===== src/verilog/soc_settings.svh =====
`ifndef SOC_SETTINGS_SVH
`define SOC_SETTINGS_SVH

// bus widths
`define ARCHBITSZ 32
`define ADDRBITSZ 30

// reset counter, all ones on reload
`define RST_CNTR_BITSZ 4

// map sizes in bytes, slaves in address order
`define DEVTBL_MAPSZ  32'h100
`define INTCTRL_MAPSZ 32'h100
`define INVALID_MAPSZ 32'h1000

// ids reported by the device table
`define DEVTBL_ID  7
`define INTCTRL_ID 3
`define INVALID_ID 0

// none of the remaining slaves raises interrupts
`define DEVTBL_USEINTR  1'b0
`define INTCTRL_USEINTR 1'b0
`define INVALID_USEINTR 1'b0

`define SOC_DEVCOUNT 3
`define INTSRCCOUNT  3

// device table word offsets
`define DEVTBL_CTRL_WORD  0
`define DEVTBL_COUNT_WORD 1
`define DEVTBL_ENTRY_WORD 2

// interrupt controller word offsets and claim value when idle
`define INTCTRL_CLAIM_WORD 0
`define INTCTRL_NONE       {`ARCHBITSZ{1'b1}}

`endif


===== src/verilog/pi1_pkg.sv =====
`include "soc_settings.svh"

package pi1_pkg;

	// pi1 op encoding as seen on the bus
	typedef enum logic [1:0] {
		PI1_NOP = 2'b00,
		PI1_WR  = 2'b01,
		PI1_RD  = 2'b10,
		PI1_RW  = 2'b11
	} pi1_op_e;

	// slaves in address order, invalid device catches the rest
	typedef enum logic [1:0] {
		SLV_DEVTBL  = 2'd0,
		SLV_INTCTRL = 2'd1,
		SLV_INVALID = 2'd2
	} slave_e;

	typedef logic [`ARCHBITSZ-1:0]     word_t;
	typedef logic [`ADDRBITSZ-1:0]     waddr_t;
	typedef logic [(`ARCHBITSZ/8)-1:0] sel_t;

	// word offset inside the smallest slave window
	typedef logic [$clog2(`DEVTBL_MAPSZ/(`ARCHBITSZ/8))-1:0] offset_t;

endpackage


===== src/verilog/soc_pkg.sv =====
`include "soc_settings.svh"

package soc_pkg;

	// interrupt delivery towards the single destination
	typedef enum logic [1:0] {
		INTC_IDLE       = 2'd0,
		INTC_DELIVER    = 2'd1,
		INTC_WAIT_CLAIM = 2'd2
	} intc_state_e;

	// one bit per source; numbering is 0 sd card, 1 dma, 2 uart
	typedef logic [`INTSRCCOUNT-1:0] intsrc_t;

endpackage


===== src/verilog/pi1_decoder.sv =====
`timescale 1ns/1ps
`include "soc_settings.svh"

module pi1_decoder (
	 input  logic              clk120mhz
	,input  logic              rst_i
	,input  pi1_pkg::pi1_op_e  pi1_op_i
	,input  pi1_pkg::waddr_t   pi1_addr_i
	,input  pi1_pkg::word_t    pi1_data_i
	,input  pi1_pkg::sel_t     pi1_sel_i
	,output logic              pi1_rdy_o
	,output logic              stg_valid_o
	,output pi1_pkg::pi1_op_e  stg_op_o
	,output pi1_pkg::slave_e   stg_slave_o
	,output pi1_pkg::offset_t  stg_offset_o
	,output pi1_pkg::word_t    stg_data_o
	,output pi1_pkg::sel_t     stg_sel_o
);

// word bases, each the running sum of the byte map sizes before it
localparam pi1_pkg::waddr_t DEVTBL_WBASE  = '0;
localparam pi1_pkg::waddr_t INTCTRL_WBASE =
	pi1_pkg::waddr_t'(`DEVTBL_MAPSZ / (`ARCHBITSZ/8));
localparam pi1_pkg::waddr_t INVALID_WBASE =
	pi1_pkg::waddr_t'((`DEVTBL_MAPSZ + `INTCTRL_MAPSZ) / (`ARCHBITSZ/8));

logic             busy;
logic             accept;
pi1_pkg::slave_e  dec_slave;
pi1_pkg::waddr_t  rel_addr;

assign pi1_rdy_o   = ~busy;
assign stg_valid_o = busy;
assign accept      = pi1_rdy_o && (pi1_op_i != pi1_pkg::PI1_NOP);

// everything at or past the invalid base goes to the default slave
always_comb begin
	dec_slave = pi1_pkg::SLV_DEVTBL;
	rel_addr  = pi1_addr_i - DEVTBL_WBASE;
	if (pi1_addr_i >= INVALID_WBASE) begin
		dec_slave = pi1_pkg::SLV_INVALID;
		rel_addr  = pi1_addr_i - INVALID_WBASE;
	end else if (pi1_addr_i >= INTCTRL_WBASE) begin
		dec_slave = pi1_pkg::SLV_INTCTRL;
		rel_addr  = pi1_addr_i - INTCTRL_WBASE;
	end
end

// one staged cycle per request, then ready again
always_ff @(posedge clk120mhz) begin
	if (rst_i)
		busy <= 1'b0;
	else
		busy <= accept;
end

always_ff @(posedge clk120mhz) begin
	if (accept) begin
		stg_op_o     <= pi1_op_i;
		stg_slave_o  <= dec_slave;
		stg_offset_o <= pi1_pkg::offset_t'(rel_addr);
		stg_data_o   <= pi1_data_i;
		stg_sel_o    <= pi1_sel_i;
	end
end

// a staged request must release the bus on the following cycle
a_single_stage: assert property (@(posedge clk120mhz) disable iff (rst_i)
	stg_valid_o |=> !stg_valid_o);

endmodule


===== src/verilog/devtbl.sv =====
`timescale 1ns/1ps
`include "soc_settings.svh"

module devtbl (
	 input  logic              clk120mhz
	,input  logic              rst_i
	,input  logic              stg_valid_i
	,input  pi1_pkg::pi1_op_e  stg_op_i
	,input  pi1_pkg::slave_e   stg_slave_i
	,input  pi1_pkg::offset_t  stg_offset_i
	,input  pi1_pkg::word_t    stg_data_i
	,input  pi1_pkg::sel_t     stg_sel_i
	,output pi1_pkg::word_t    rd_data_o
	,output logic              rst0_o
	,output logic              rst1_o
);

// per slave entries, index order matches slave_e
localparam logic [`ARCHBITSZ-2:0] DEV_ID [`SOC_DEVCOUNT] = '{
	(`ARCHBITSZ-1)'(`DEVTBL_ID),
	(`ARCHBITSZ-1)'(`INTCTRL_ID),
	(`ARCHBITSZ-1)'(`INVALID_ID)
};
localparam logic DEV_USEINTR [`SOC_DEVCOUNT] = '{
	`DEVTBL_USEINTR,
	`INTCTRL_USEINTR,
	`INVALID_USEINTR
};
localparam pi1_pkg::word_t DEV_MAPSZ [`SOC_DEVCOUNT] = '{
	`DEVTBL_MAPSZ,
	`INTCTRL_MAPSZ,
	`INVALID_MAPSZ
};

logic [1:0] ctrl_q;
logic       ctrl_wr;

// only byte lane 0 carries the reset bits
assign ctrl_wr = stg_valid_i && (stg_slave_i == pi1_pkg::SLV_DEVTBL) &&
	(stg_offset_i == pi1_pkg::offset_t'(`DEVTBL_CTRL_WORD)) &&
	((stg_op_i == pi1_pkg::PI1_WR) || (stg_op_i == pi1_pkg::PI1_RW)) &&
	stg_sel_i[0];

always_ff @(posedge clk120mhz) begin
	if (rst_i)
		ctrl_q <= 2'b00;
	else if (ctrl_wr)
		ctrl_q <= stg_data_i[1:0];
end

assign rst0_o = ctrl_q[0];
assign rst1_o = ctrl_q[1];

// read side, the old control value is returned on rw
always_comb begin
	rd_data_o = '0;
	if (stg_offset_i == pi1_pkg::offset_t'(`DEVTBL_CTRL_WORD))
		rd_data_o = {{(`ARCHBITSZ-2){1'b0}}, ctrl_q};
	else if (stg_offset_i == pi1_pkg::offset_t'(`DEVTBL_COUNT_WORD))
		rd_data_o = pi1_pkg::word_t'(`SOC_DEVCOUNT);
	// two words per slave: useintr and id, then map size
	for (int i = 0; i < `SOC_DEVCOUNT; i++) begin
		if (stg_offset_i == pi1_pkg::offset_t'(`DEVTBL_ENTRY_WORD + 2*i))
			rd_data_o = {DEV_USEINTR[i], DEV_ID[i]};
		if (stg_offset_i == pi1_pkg::offset_t'(`DEVTBL_ENTRY_WORD + 2*i + 1))
			rd_data_o = DEV_MAPSZ[i];
	end
end

endmodule


===== src/verilog/intctrl.sv =====
`timescale 1ns/1ps
`include "soc_settings.svh"

module intctrl (
	 input  logic                  clk120mhz
	,input  logic                  rst_i
	,input  logic                  stg_valid_i
	,input  pi1_pkg::pi1_op_e      stg_op_i
	,input  pi1_pkg::slave_e       stg_slave_i
	,input  pi1_pkg::offset_t      stg_offset_i
	,output pi1_pkg::word_t        rd_data_o
	,input  soc_pkg::intsrc_t      intrqst_src_i
	,output soc_pkg::intsrc_t      intrdy_src_o
	,output logic                  intrqst_dst_o
	,input  logic                  intrdy_dst_i
);

soc_pkg::intsrc_t      pending_q;
soc_pkg::intsrc_t      take;
soc_pkg::intsrc_t      claim_mask;
soc_pkg::intc_state_e  state_q;
soc_pkg::intc_state_e  state_d;
logic                  rqst_q;
logic                  claim;
logic                  deliver;
pi1_pkg::word_t        claim_idx;

// a source stays blocked until its pending bit is claimed
assign intrdy_src_o = ~pending_q;
assign take         = intrqst_src_i & intrdy_src_o;

assign claim = stg_valid_i && (stg_slave_i == pi1_pkg::SLV_INTCTRL) &&
	(stg_offset_i == pi1_pkg::offset_t'(`INTCTRL_CLAIM_WORD)) &&
	((stg_op_i == pi1_pkg::PI1_RD) || (stg_op_i == pi1_pkg::PI1_RW));

// isolate the lowest pending bit
assign claim_mask = claim ? (pending_q & (-pending_q)) : '0;

always_comb begin
	claim_idx = '0;
	// walk down so the lowest index wins
	for (int i = `INTSRCCOUNT-1; i >= 0; i--) begin
		if (pending_q[i])
			claim_idx = pi1_pkg::word_t'(i);
	end
end

always_comb begin
	rd_data_o = '0;
	if (stg_offset_i == pi1_pkg::offset_t'(`INTCTRL_CLAIM_WORD))
		rd_data_o = (|pending_q) ? claim_idx : `INTCTRL_NONE;
end

assign deliver = (|pending_q) && intrdy_dst_i;

always_comb begin
	state_d = state_q;
	case (state_q)
		soc_pkg::INTC_IDLE:
			if (deliver)
				state_d = soc_pkg::INTC_DELIVER;
		// destination took it once its ready drops
		soc_pkg::INTC_DELIVER:
			if (!intrdy_dst_i)
				state_d = soc_pkg::INTC_WAIT_CLAIM;
		soc_pkg::INTC_WAIT_CLAIM:
			if (claim)
				state_d = soc_pkg::INTC_IDLE;
		default:
			state_d = soc_pkg::INTC_IDLE;
	endcase
end

always_ff @(posedge clk120mhz) begin
	if (rst_i) begin
		pending_q <= '0;
		state_q   <= soc_pkg::INTC_IDLE;
		rqst_q    <= 1'b0;
	end else begin
		pending_q <= (pending_q & ~claim_mask) | take;
		state_q   <= state_d;
		if ((state_q == soc_pkg::INTC_IDLE) && deliver)
			rqst_q <= 1'b1;
		else if (!intrdy_dst_i)
			rqst_q <= 1'b0;
	end
end

assign intrqst_dst_o = rqst_q;

// request flag must stay in step with the FSM and pending bits
a_rqst_valid: assert property (@(posedge clk120mhz) disable iff (rst_i)
	intrqst_dst_o |-> (|pending_q) || (state_q == soc_pkg::INTC_DELIVER));

endmodule


===== src/verilog/rst_sequencer.sv =====
`timescale 1ns/1ps
`include "soc_settings.svh"

module rst_sequencer (
	 input  logic  clk120mhz
	,input  logic  rst_p
	,input  logic  rst0_i
	,input  logic  rst1_i
	,output logic  sys_rst_o
);

logic [`RST_CNTR_BITSZ-1:0] rst_cntr;
logic                       pwroff_q;

// warm reset and cold reset both restart the count
always_ff @(posedge clk120mhz) begin
	if (rst_p || rst1_i)
		rst_cntr <= {`RST_CNTR_BITSZ{1'b1}};
	else if (|rst_cntr)
		rst_cntr <= rst_cntr - 1'b1;
end

// power-off holds the system until the board reset
always_ff @(posedge clk120mhz) begin
	if (rst_p)
		pwroff_q <= 1'b0;
	else if (rst0_i && !rst1_i)
		pwroff_q <= 1'b1;
end

assign sys_rst_o = rst_p || (|rst_cntr) || pwroff_q;

// power-off only leaves through rst_p and keeps reset asserted
a_pwroff_hold: assert property (@(posedge clk120mhz)
	pwroff_q && !rst_p |=> pwroff_q && sys_rst_o);

endmodule


===== src/verilog/pi1_rsp_mux.sv =====
`timescale 1ns/1ps

module pi1_rsp_mux (
	 input  logic              clk120mhz
	,input  logic              rst_i
	,input  logic              stg_valid_i
	,input  pi1_pkg::pi1_op_e  stg_op_i
	,input  pi1_pkg::slave_e   stg_slave_i
	,input  pi1_pkg::word_t    devtbl_data_i
	,input  pi1_pkg::word_t    intctrl_data_i
	,output pi1_pkg::word_t    pi1_data_o
);

logic            rd_done;
pi1_pkg::word_t  sel_data;

assign rd_done = stg_valid_i &&
	((stg_op_i == pi1_pkg::PI1_RD) || (stg_op_i == pi1_pkg::PI1_RW));

// invalid device reads as zero
always_comb begin
	case (stg_slave_i)
		pi1_pkg::SLV_DEVTBL:  sel_data = devtbl_data_i;
		pi1_pkg::SLV_INTCTRL: sel_data = intctrl_data_i;
		default:              sel_data = '0;
	endcase
end

// held until the next read completes, writes leave it alone
always_ff @(posedge clk120mhz) begin
	if (rst_i)
		pi1_data_o <= '0;
	else if (rd_done)
		pi1_data_o <= sel_data;
end

endmodule


===== src/verilog/soc_core.sv =====
`timescale 1ns/1ps

module soc_core (
	 input  logic              clk120mhz
	,input  logic              rst_p
	,input  pi1_pkg::pi1_op_e  pi1_op_i
	,input  pi1_pkg::waddr_t   pi1_addr_i
	,input  pi1_pkg::word_t    pi1_data_i
	,input  pi1_pkg::sel_t     pi1_sel_i
	,output pi1_pkg::word_t    pi1_data_o
	,output logic              pi1_rdy_o
	,input  soc_pkg::intsrc_t  intrqst_src_i
	,output soc_pkg::intsrc_t  intrdy_src_o
	,output logic              intrqst_dst_o
	,input  logic              intrdy_dst_i
	,output logic              rst_o
);

// staged request shared by the slaves and the read mux
logic              stg_valid;
pi1_pkg::pi1_op_e  stg_op;
pi1_pkg::slave_e   stg_slave;
pi1_pkg::offset_t  stg_offset;
pi1_pkg::word_t    stg_data;
pi1_pkg::sel_t     stg_sel;

pi1_pkg::word_t    devtbl_data;
pi1_pkg::word_t    intctrl_data;
logic              rst0;
logic              rst1;

pi1_decoder u_decoder (
	 .clk120mhz    (clk120mhz)
	,.rst_i        (rst_o)
	,.pi1_op_i     (pi1_op_i)
	,.pi1_addr_i   (pi1_addr_i)
	,.pi1_data_i   (pi1_data_i)
	,.pi1_sel_i    (pi1_sel_i)
	,.pi1_rdy_o    (pi1_rdy_o)
	,.stg_valid_o  (stg_valid)
	,.stg_op_o     (stg_op)
	,.stg_slave_o  (stg_slave)
	,.stg_offset_o (stg_offset)
	,.stg_data_o   (stg_data)
	,.stg_sel_o    (stg_sel)
);

devtbl u_devtbl (
	 .clk120mhz    (clk120mhz)
	,.rst_i        (rst_o)
	,.stg_valid_i  (stg_valid)
	,.stg_op_i     (stg_op)
	,.stg_slave_i  (stg_slave)
	,.stg_offset_i (stg_offset)
	,.stg_data_i   (stg_data)
	,.stg_sel_i    (stg_sel)
	,.rd_data_o    (devtbl_data)
	,.rst0_o       (rst0)
	,.rst1_o       (rst1)
);

intctrl u_intctrl (
	 .clk120mhz     (clk120mhz)
	,.rst_i         (rst_o)
	,.stg_valid_i   (stg_valid)
	,.stg_op_i      (stg_op)
	,.stg_slave_i   (stg_slave)
	,.stg_offset_i  (stg_offset)
	,.rd_data_o     (intctrl_data)
	,.intrqst_src_i (intrqst_src_i)
	,.intrdy_src_o  (intrdy_src_o)
	,.intrqst_dst_o (intrqst_dst_o)
	,.intrdy_dst_i  (intrdy_dst_i)
);

// system reset leaves through rst_o and feeds every block
rst_sequencer u_rst_seq (
	 .clk120mhz (clk120mhz)
	,.rst_p     (rst_p)
	,.rst0_i    (rst0)
	,.rst1_i    (rst1)
	,.sys_rst_o (rst_o)
);

pi1_rsp_mux u_rsp_mux (
	 .clk120mhz      (clk120mhz)
	,.rst_i          (rst_o)
	,.stg_valid_i    (stg_valid)
	,.stg_op_i       (stg_op)
	,.stg_slave_i    (stg_slave)
	,.devtbl_data_i  (devtbl_data)
	,.intctrl_data_i (intctrl_data)
	,.pi1_data_o     (pi1_data_o)
);

endmodule


===== config.mk =====
export PLATFORM = sky130hd
export DESIGN_NAME = soc_core
export DESIGN_NICKNAME = d
export VERILOG_FILES = /design/src/verilog/pi1_pkg.sv /design/src/verilog/soc_pkg.sv /design/src/verilog/pi1_decoder.sv /design/src/verilog/devtbl.sv /design/src/verilog/intctrl.sv /design/src/verilog/rst_sequencer.sv /design/src/verilog/pi1_rsp_mux.sv /design/src/verilog/soc_core.sv
export VERILOG_INCLUDE_DIRS = /design/src /design/src/verilog
export SDC_FILE = /design/constraint.sdc
export NUM_CORES = 1
export LEC_CHECK = 0
export BUFFER_PORTS_ARGS = -buffer_cell sky130_fd_sc_hd__buf_2
export CAP_MARGIN = 30
export CORE_ASPECT_RATIO = 0.9
export CORE_MARGIN = 2
export CORE_UTILIZATION = 42
export CTS_CLUSTER_SIZE = 14
export DETAILED_ROUTE_END_ITERATION = 16
export PLACE_DENSITY = 0.76
export SLEW_MARGIN = 25
export SYNTH_ARGS = -nofsm -noshare
export SYNTH_HDL_FRONTEND = slang
export SYNTH_SLANG_ARGS = --single-unit

===== constraint.sdc =====
create_clock -name clk120mhz -period 2.31 [get_ports clk120mhz]
set_input_delay 0.1155 -clock clk120mhz [delete_from_list [all_inputs] [get_ports clk120mhz]]
set_output_delay 0.1155 -clock clk120mhz [all_outputs]
set_load 0.1 [all_outputs]

==> results.py <==
metrics = {
    "routing": {
        "detail_route.drc_violations": 0,
        "detail_route.vias_per_cell": 4.949,
        "num_vias": 1356,
        "met3RoutedLength_um": 330,
        "met2RoutedLength_mm": 1.340,
        "route.layer.met1.wl_mm": 1.312,
        "drt-wirelength-per-cell_um": 11.14,
        "detailed_routing_iterations_pass_1": 4,
        "drt.antenna.violating_nets": 0,
        "drt-total-wl_mm": 3.052,
        "maxUsedRoutingLayer": "met4",
        "initialDrtViolationCount": 49,
    },
    "critical_path": {
        "timing.critical_path.cells": "inv_1 > ha_1 > or3b_4 > or3_1 > buf_4",
        "criticalPathCategory": "reg -> out",
        "critical_path_required_ns": 2.19,
        "worst-path-max-fanout": 8,
        "worstRegToRegCells": 6,
        "critical_path.max_stage_delay_ns": 0.49,
        "timing.critical_path.arrival_ns": 2.07,
        "setup.worst_path.start_class": "register",
        "slowest_stage": "sky130_fd_sc_hd__or3_1",
        "endpoint_kind": "output pin",
    },
    "sta": {
        "final.setup_skew_ns": 0.004511,
        "worst_hold_slack_ns": 0.008031,
        "fin_crit_sh_pct": 94.48,
        "hold_viol_final": 0,
        "timing.final.crit_period_ns": 2.183,
        "rsz_0062_raised_after_global_routing": "no",
        "fmax_mhz": 458.2,
        "totalNegativeSetupSlack_ns": 0,
        "setup_viol_count_final": 0,
        "timing_max_transition_violations_final": 0,
        "timing.slew.headroom_pct": 62.29,
        "worst-slew-pin-transition_ns": 0.5648,
    },
    "synthesis": {
        "synthesis.area_per_instance_um2": 9.950,
        "syn-instance-count": 169,
        "synth.top_cells.by_area": "sky130_fd_sc_hd__dfxtp_1 (24%), sky130_fd_sc_hd__edfxtp_1 (23%), sky130_fd_sc_hd__buf_4 (12%)",
        "synth.yosys.warnings": 0,
        "synth_top_area_cell": "sky130_fd_sc_hd__dfxtp_1",
        "synth.net_count": 245,
        "postSynth.topFlopCell": "sky130_fd_sc_hd__dfxtp_1",
        "ys_ff_latch": 33,
        "synthDistinctLibCells": 44,
        "async_flop_share_pct": 0,
        "synth_top_area_share_pct": 23.81,
        "synth_enable_flop_cells": 13,
        "syn_area_um2": 1682,
        "seq_area_frac_synth_pct": 47.02,
    },
    "die": {
        "fp.dieH_um": 64.03,
        "boundaryPins": 112,
        "initial_utilization_pct": 44.44,
        "fp-row-count": 21,
        "placeableCoreArea_um2": 3784,
        "area_of_the_die_um2": 4527,
        "die_w_um": 70.70,
    },
    "layout": {
        "finish.net_count": 303,
        "layout_commonest_cell": "sky130_fd_sc_hd__buf_2",
        "proportion_of_layout_cells_with_a_drive_suffix_above_1_pct": 42.54,
        "mostFrequentLayoutCells": "sky130_fd_sc_hd__buf_2 (77), sky130_fd_sc_hd__nor2_1 (23), sky130_fd_sc_hd__dfxtp_1 (20)",
        "num_antenna_cells": 0,
        "areaGrowthSynthToFinish_pct": 21.43,
    },
    "min_path": {
        "cell_depth_of_the_worst_min_delay_path": 1,
        "hold_path_class": "in -> reg",
    },
    "run": {
        "max_cap_violations": 0,
    },
    "placement": {
        "globalplace.congestion": 0.7850,
        "dp.final_hpwl_mm": 2.460,
        "buffer_ports.inserted": 78,
    },
    "pwr": {
        "power.switching_fraction_pct": 19.31,
        "leakage_nw": 0.9175,
        "irDropWorstVdd_uv": 428.7,
        "cellInternalPower_uw": 985.5,
        "power.net_switching_uw": 235.8,
        "power.clock.fraction_pct": 41.5,
        "seq_power_share_pct": 52.4,
        "p_comb_share_pct": 6.0,
        "power_per_cell_area_nw_per_um2": 598.1,
    },
    "clocking": {
        "clkSinkCount": 33,
        "clk_pin_slew_ns": 0.06,
        "cts_root_buffer": "sky130_fd_sc_hd__clkbuf_8",
        "cts_tree": "built",
        "cts.path.max_buffers": 2,
        "cts_buffers": 5,
        "cts.htree.levels": 2,
        "insertion_delay_ns": 0.28,
        "cts_setup_buffers": 0,
    },
    "global_route": {
        "grt_first_pass_wirelength_mm": 4.843,
        "antenna_found_initial": 0,
        "grtUsageTotal_pct": 13.87,
        "grt.overflow.total": 0,
        "grt_pass1_vias": 1119,
        "grt_max_degree": 29,
    },
    "outcome": {
        "run_status": "complete, no violations",
    },
}
flip-flops by register name, indices dropped and copies added (netlist names):
| signal | count |
|---|---|
| u_decoder.stg_op_o | 2 |
| u_rst_seq.rst_cntr | 4 |
| u_decoder.stg_slave_o | 2 |
| u_decoder.stg_offset_o | 6 |
| u_rsp_mux.pi1_data_o | 6 |
| u_devtbl.ctrl_q | 2 |
| u_decoder.stg_sel_o | 1 |
| u_decoder.stg_valid_o | 1 |
| u_intctrl.pending_q | 3 |
| u_rst_seq.pwroff_q | 1 |
| u_decoder.stg_data_o | 2 |
| u_intctrl.intrqst_dst_o | 1 |
| u_intctrl.state_q | 2 |
cell usage after synthesis (2+ instances only):
cell	count
sky130_fd_sc_hd__nand2_1	11
sky130_fd_sc_hd__edfxtp_1	13
sky130_fd_sc_hd__o21ai_0	2
sky130_fd_sc_hd__nor4_1	7
sky130_fd_sc_hd__buf_2	2
sky130_fd_sc_hd__a211oi_1	2
sky130_fd_sc_hd__nor2_1	23
sky130_fd_sc_hd__buf_6	2
sky130_fd_sc_hd__a21oi_1	4
sky130_fd_sc_hd__a311oi_1	2
sky130_fd_sc_hd__nor2b_1	3
sky130_fd_sc_hd__ha_1	2
sky130_fd_sc_hd__dfxtp_1	20
sky130_fd_sc_hd__a21oi_2	3
sky130_fd_sc_hd__nor3_1	5
sky130_fd_sc_hd__buf_4	26
sky130_fd_sc_hd__mux2i_1	2
sky130_fd_sc_hd__nand2b_1	2
sky130_fd_sc_hd__or3_1	3
sky130_fd_sc_hd__nor3_2	2
sky130_fd_sc_hd__inv_1	9
sky130_fd_sc_hd__o211ai_1	2
layout make-up:
class | instances | area [um2]
clock buffer | 6 | 72.57
clock inverter | 2 | 33.78
fill | 352 | 1742
inverter | 9 | 33.78
multi-input combinational | 96 | 625.6
sequential | 33 | 790.8
tap | 46 | 57.56
timing repair buffer | 82 | 427.9
per-stage QoR:
step	setup WS [ns]	cells	utilization, %	cell area, um2	total power [mW]
after floorplan	0.3715	169	-	1682	0.6820
after global placement	0.3166	264	50.56	1913	0.7224
after detailed placement	0.2551	264	50.56	1913	0.7246
after CTS	0.06257	272	53.37	2019	1.232
after global routing	0.02818	274	53.97	2042	1.271
final	0.1275	274	53.97	2042	1.221
per-layer routing:
metal | track usage [%] | vias up
met3 | 4.732 | 6
li1 | - | 686
met5 | 0 | -
met1 | 15.73 | 588
met2 | 22.78 | 76
met4 | 7.783 | 0
power by group through the flow:
| stage | registers [mW] | clock network (mW) | logic, mW |
|---|---|---|---|
| 2_1_floorplan | 0.644 | 0 | 0.0376 |
| 3_3_place_gp | 0.652 | 0 | 0.0706 |
| 3_5_place_dp | 0.652 | 0 | 0.0723 |
| 6_report | 0.640 | 0.507 | 0.0739 |
| 5_1_grt | 0.643 | 0.545 | 0.0831 |
| 4_1_cts | 0.640 | 0.520 | 0.0724 |
final timing paths:
path	startpoint	to	slack, ns
setup / recovery	u_rst_seq.rst_cntr[0]$_SDFFE_PP1P_	rst_o	0.13
hold / removal	pi1_addr_i[5]	u_decoder.stg_offset_o[5]$_DFFE_PP_	0.008
setup reg to reg	u_rst_seq.rst_cntr[0]$_SDFFE_PP1P_	u_intctrl.pending_q[2]$_SDFF_PP0_	0.25
hold reg to reg	u_rsp_mux.pi1_data_o[2]$_SDFFE_PP0P_	u_rsp_mux.pi1_data_o[2]$_SDFFE_PP0P_	0.46
critical path: cells and delay by family (launching register included):
family,cells,cell delay (ns)
AND/OR/NAND/NOR,2,0.90
flip-flops,1,0.32
buffers and inverters,2,0.39
adder cells (fa/ha/maj),1,0.18
timing repair:
item	in CTS	in global routing
hold endpoints to repair	0	2
gates resized for setup	0	2
endpoints found under the setup margin	0	1
hold buffers	0	2
cell families (layout without fill, tap and decap cells):
logic type | count (synthesis) | count (layout) | synth area share (%)
AOI/OAI and AO/OA | 21 | 21 | 10.19
xor gates and xnor gates | 1 | 1 | 0.5209
adders and majority gates | 3 | 3 | 2.083
buffers and inverters | 40 | 99 | 15.77
DFF | 33 | 33 | 47.02
muxes | 2 | 2 | 1.191
and+or+nand+nor | 69 | 69 | 23.21
Note: power is estimated with default switching activity, not from simulation.
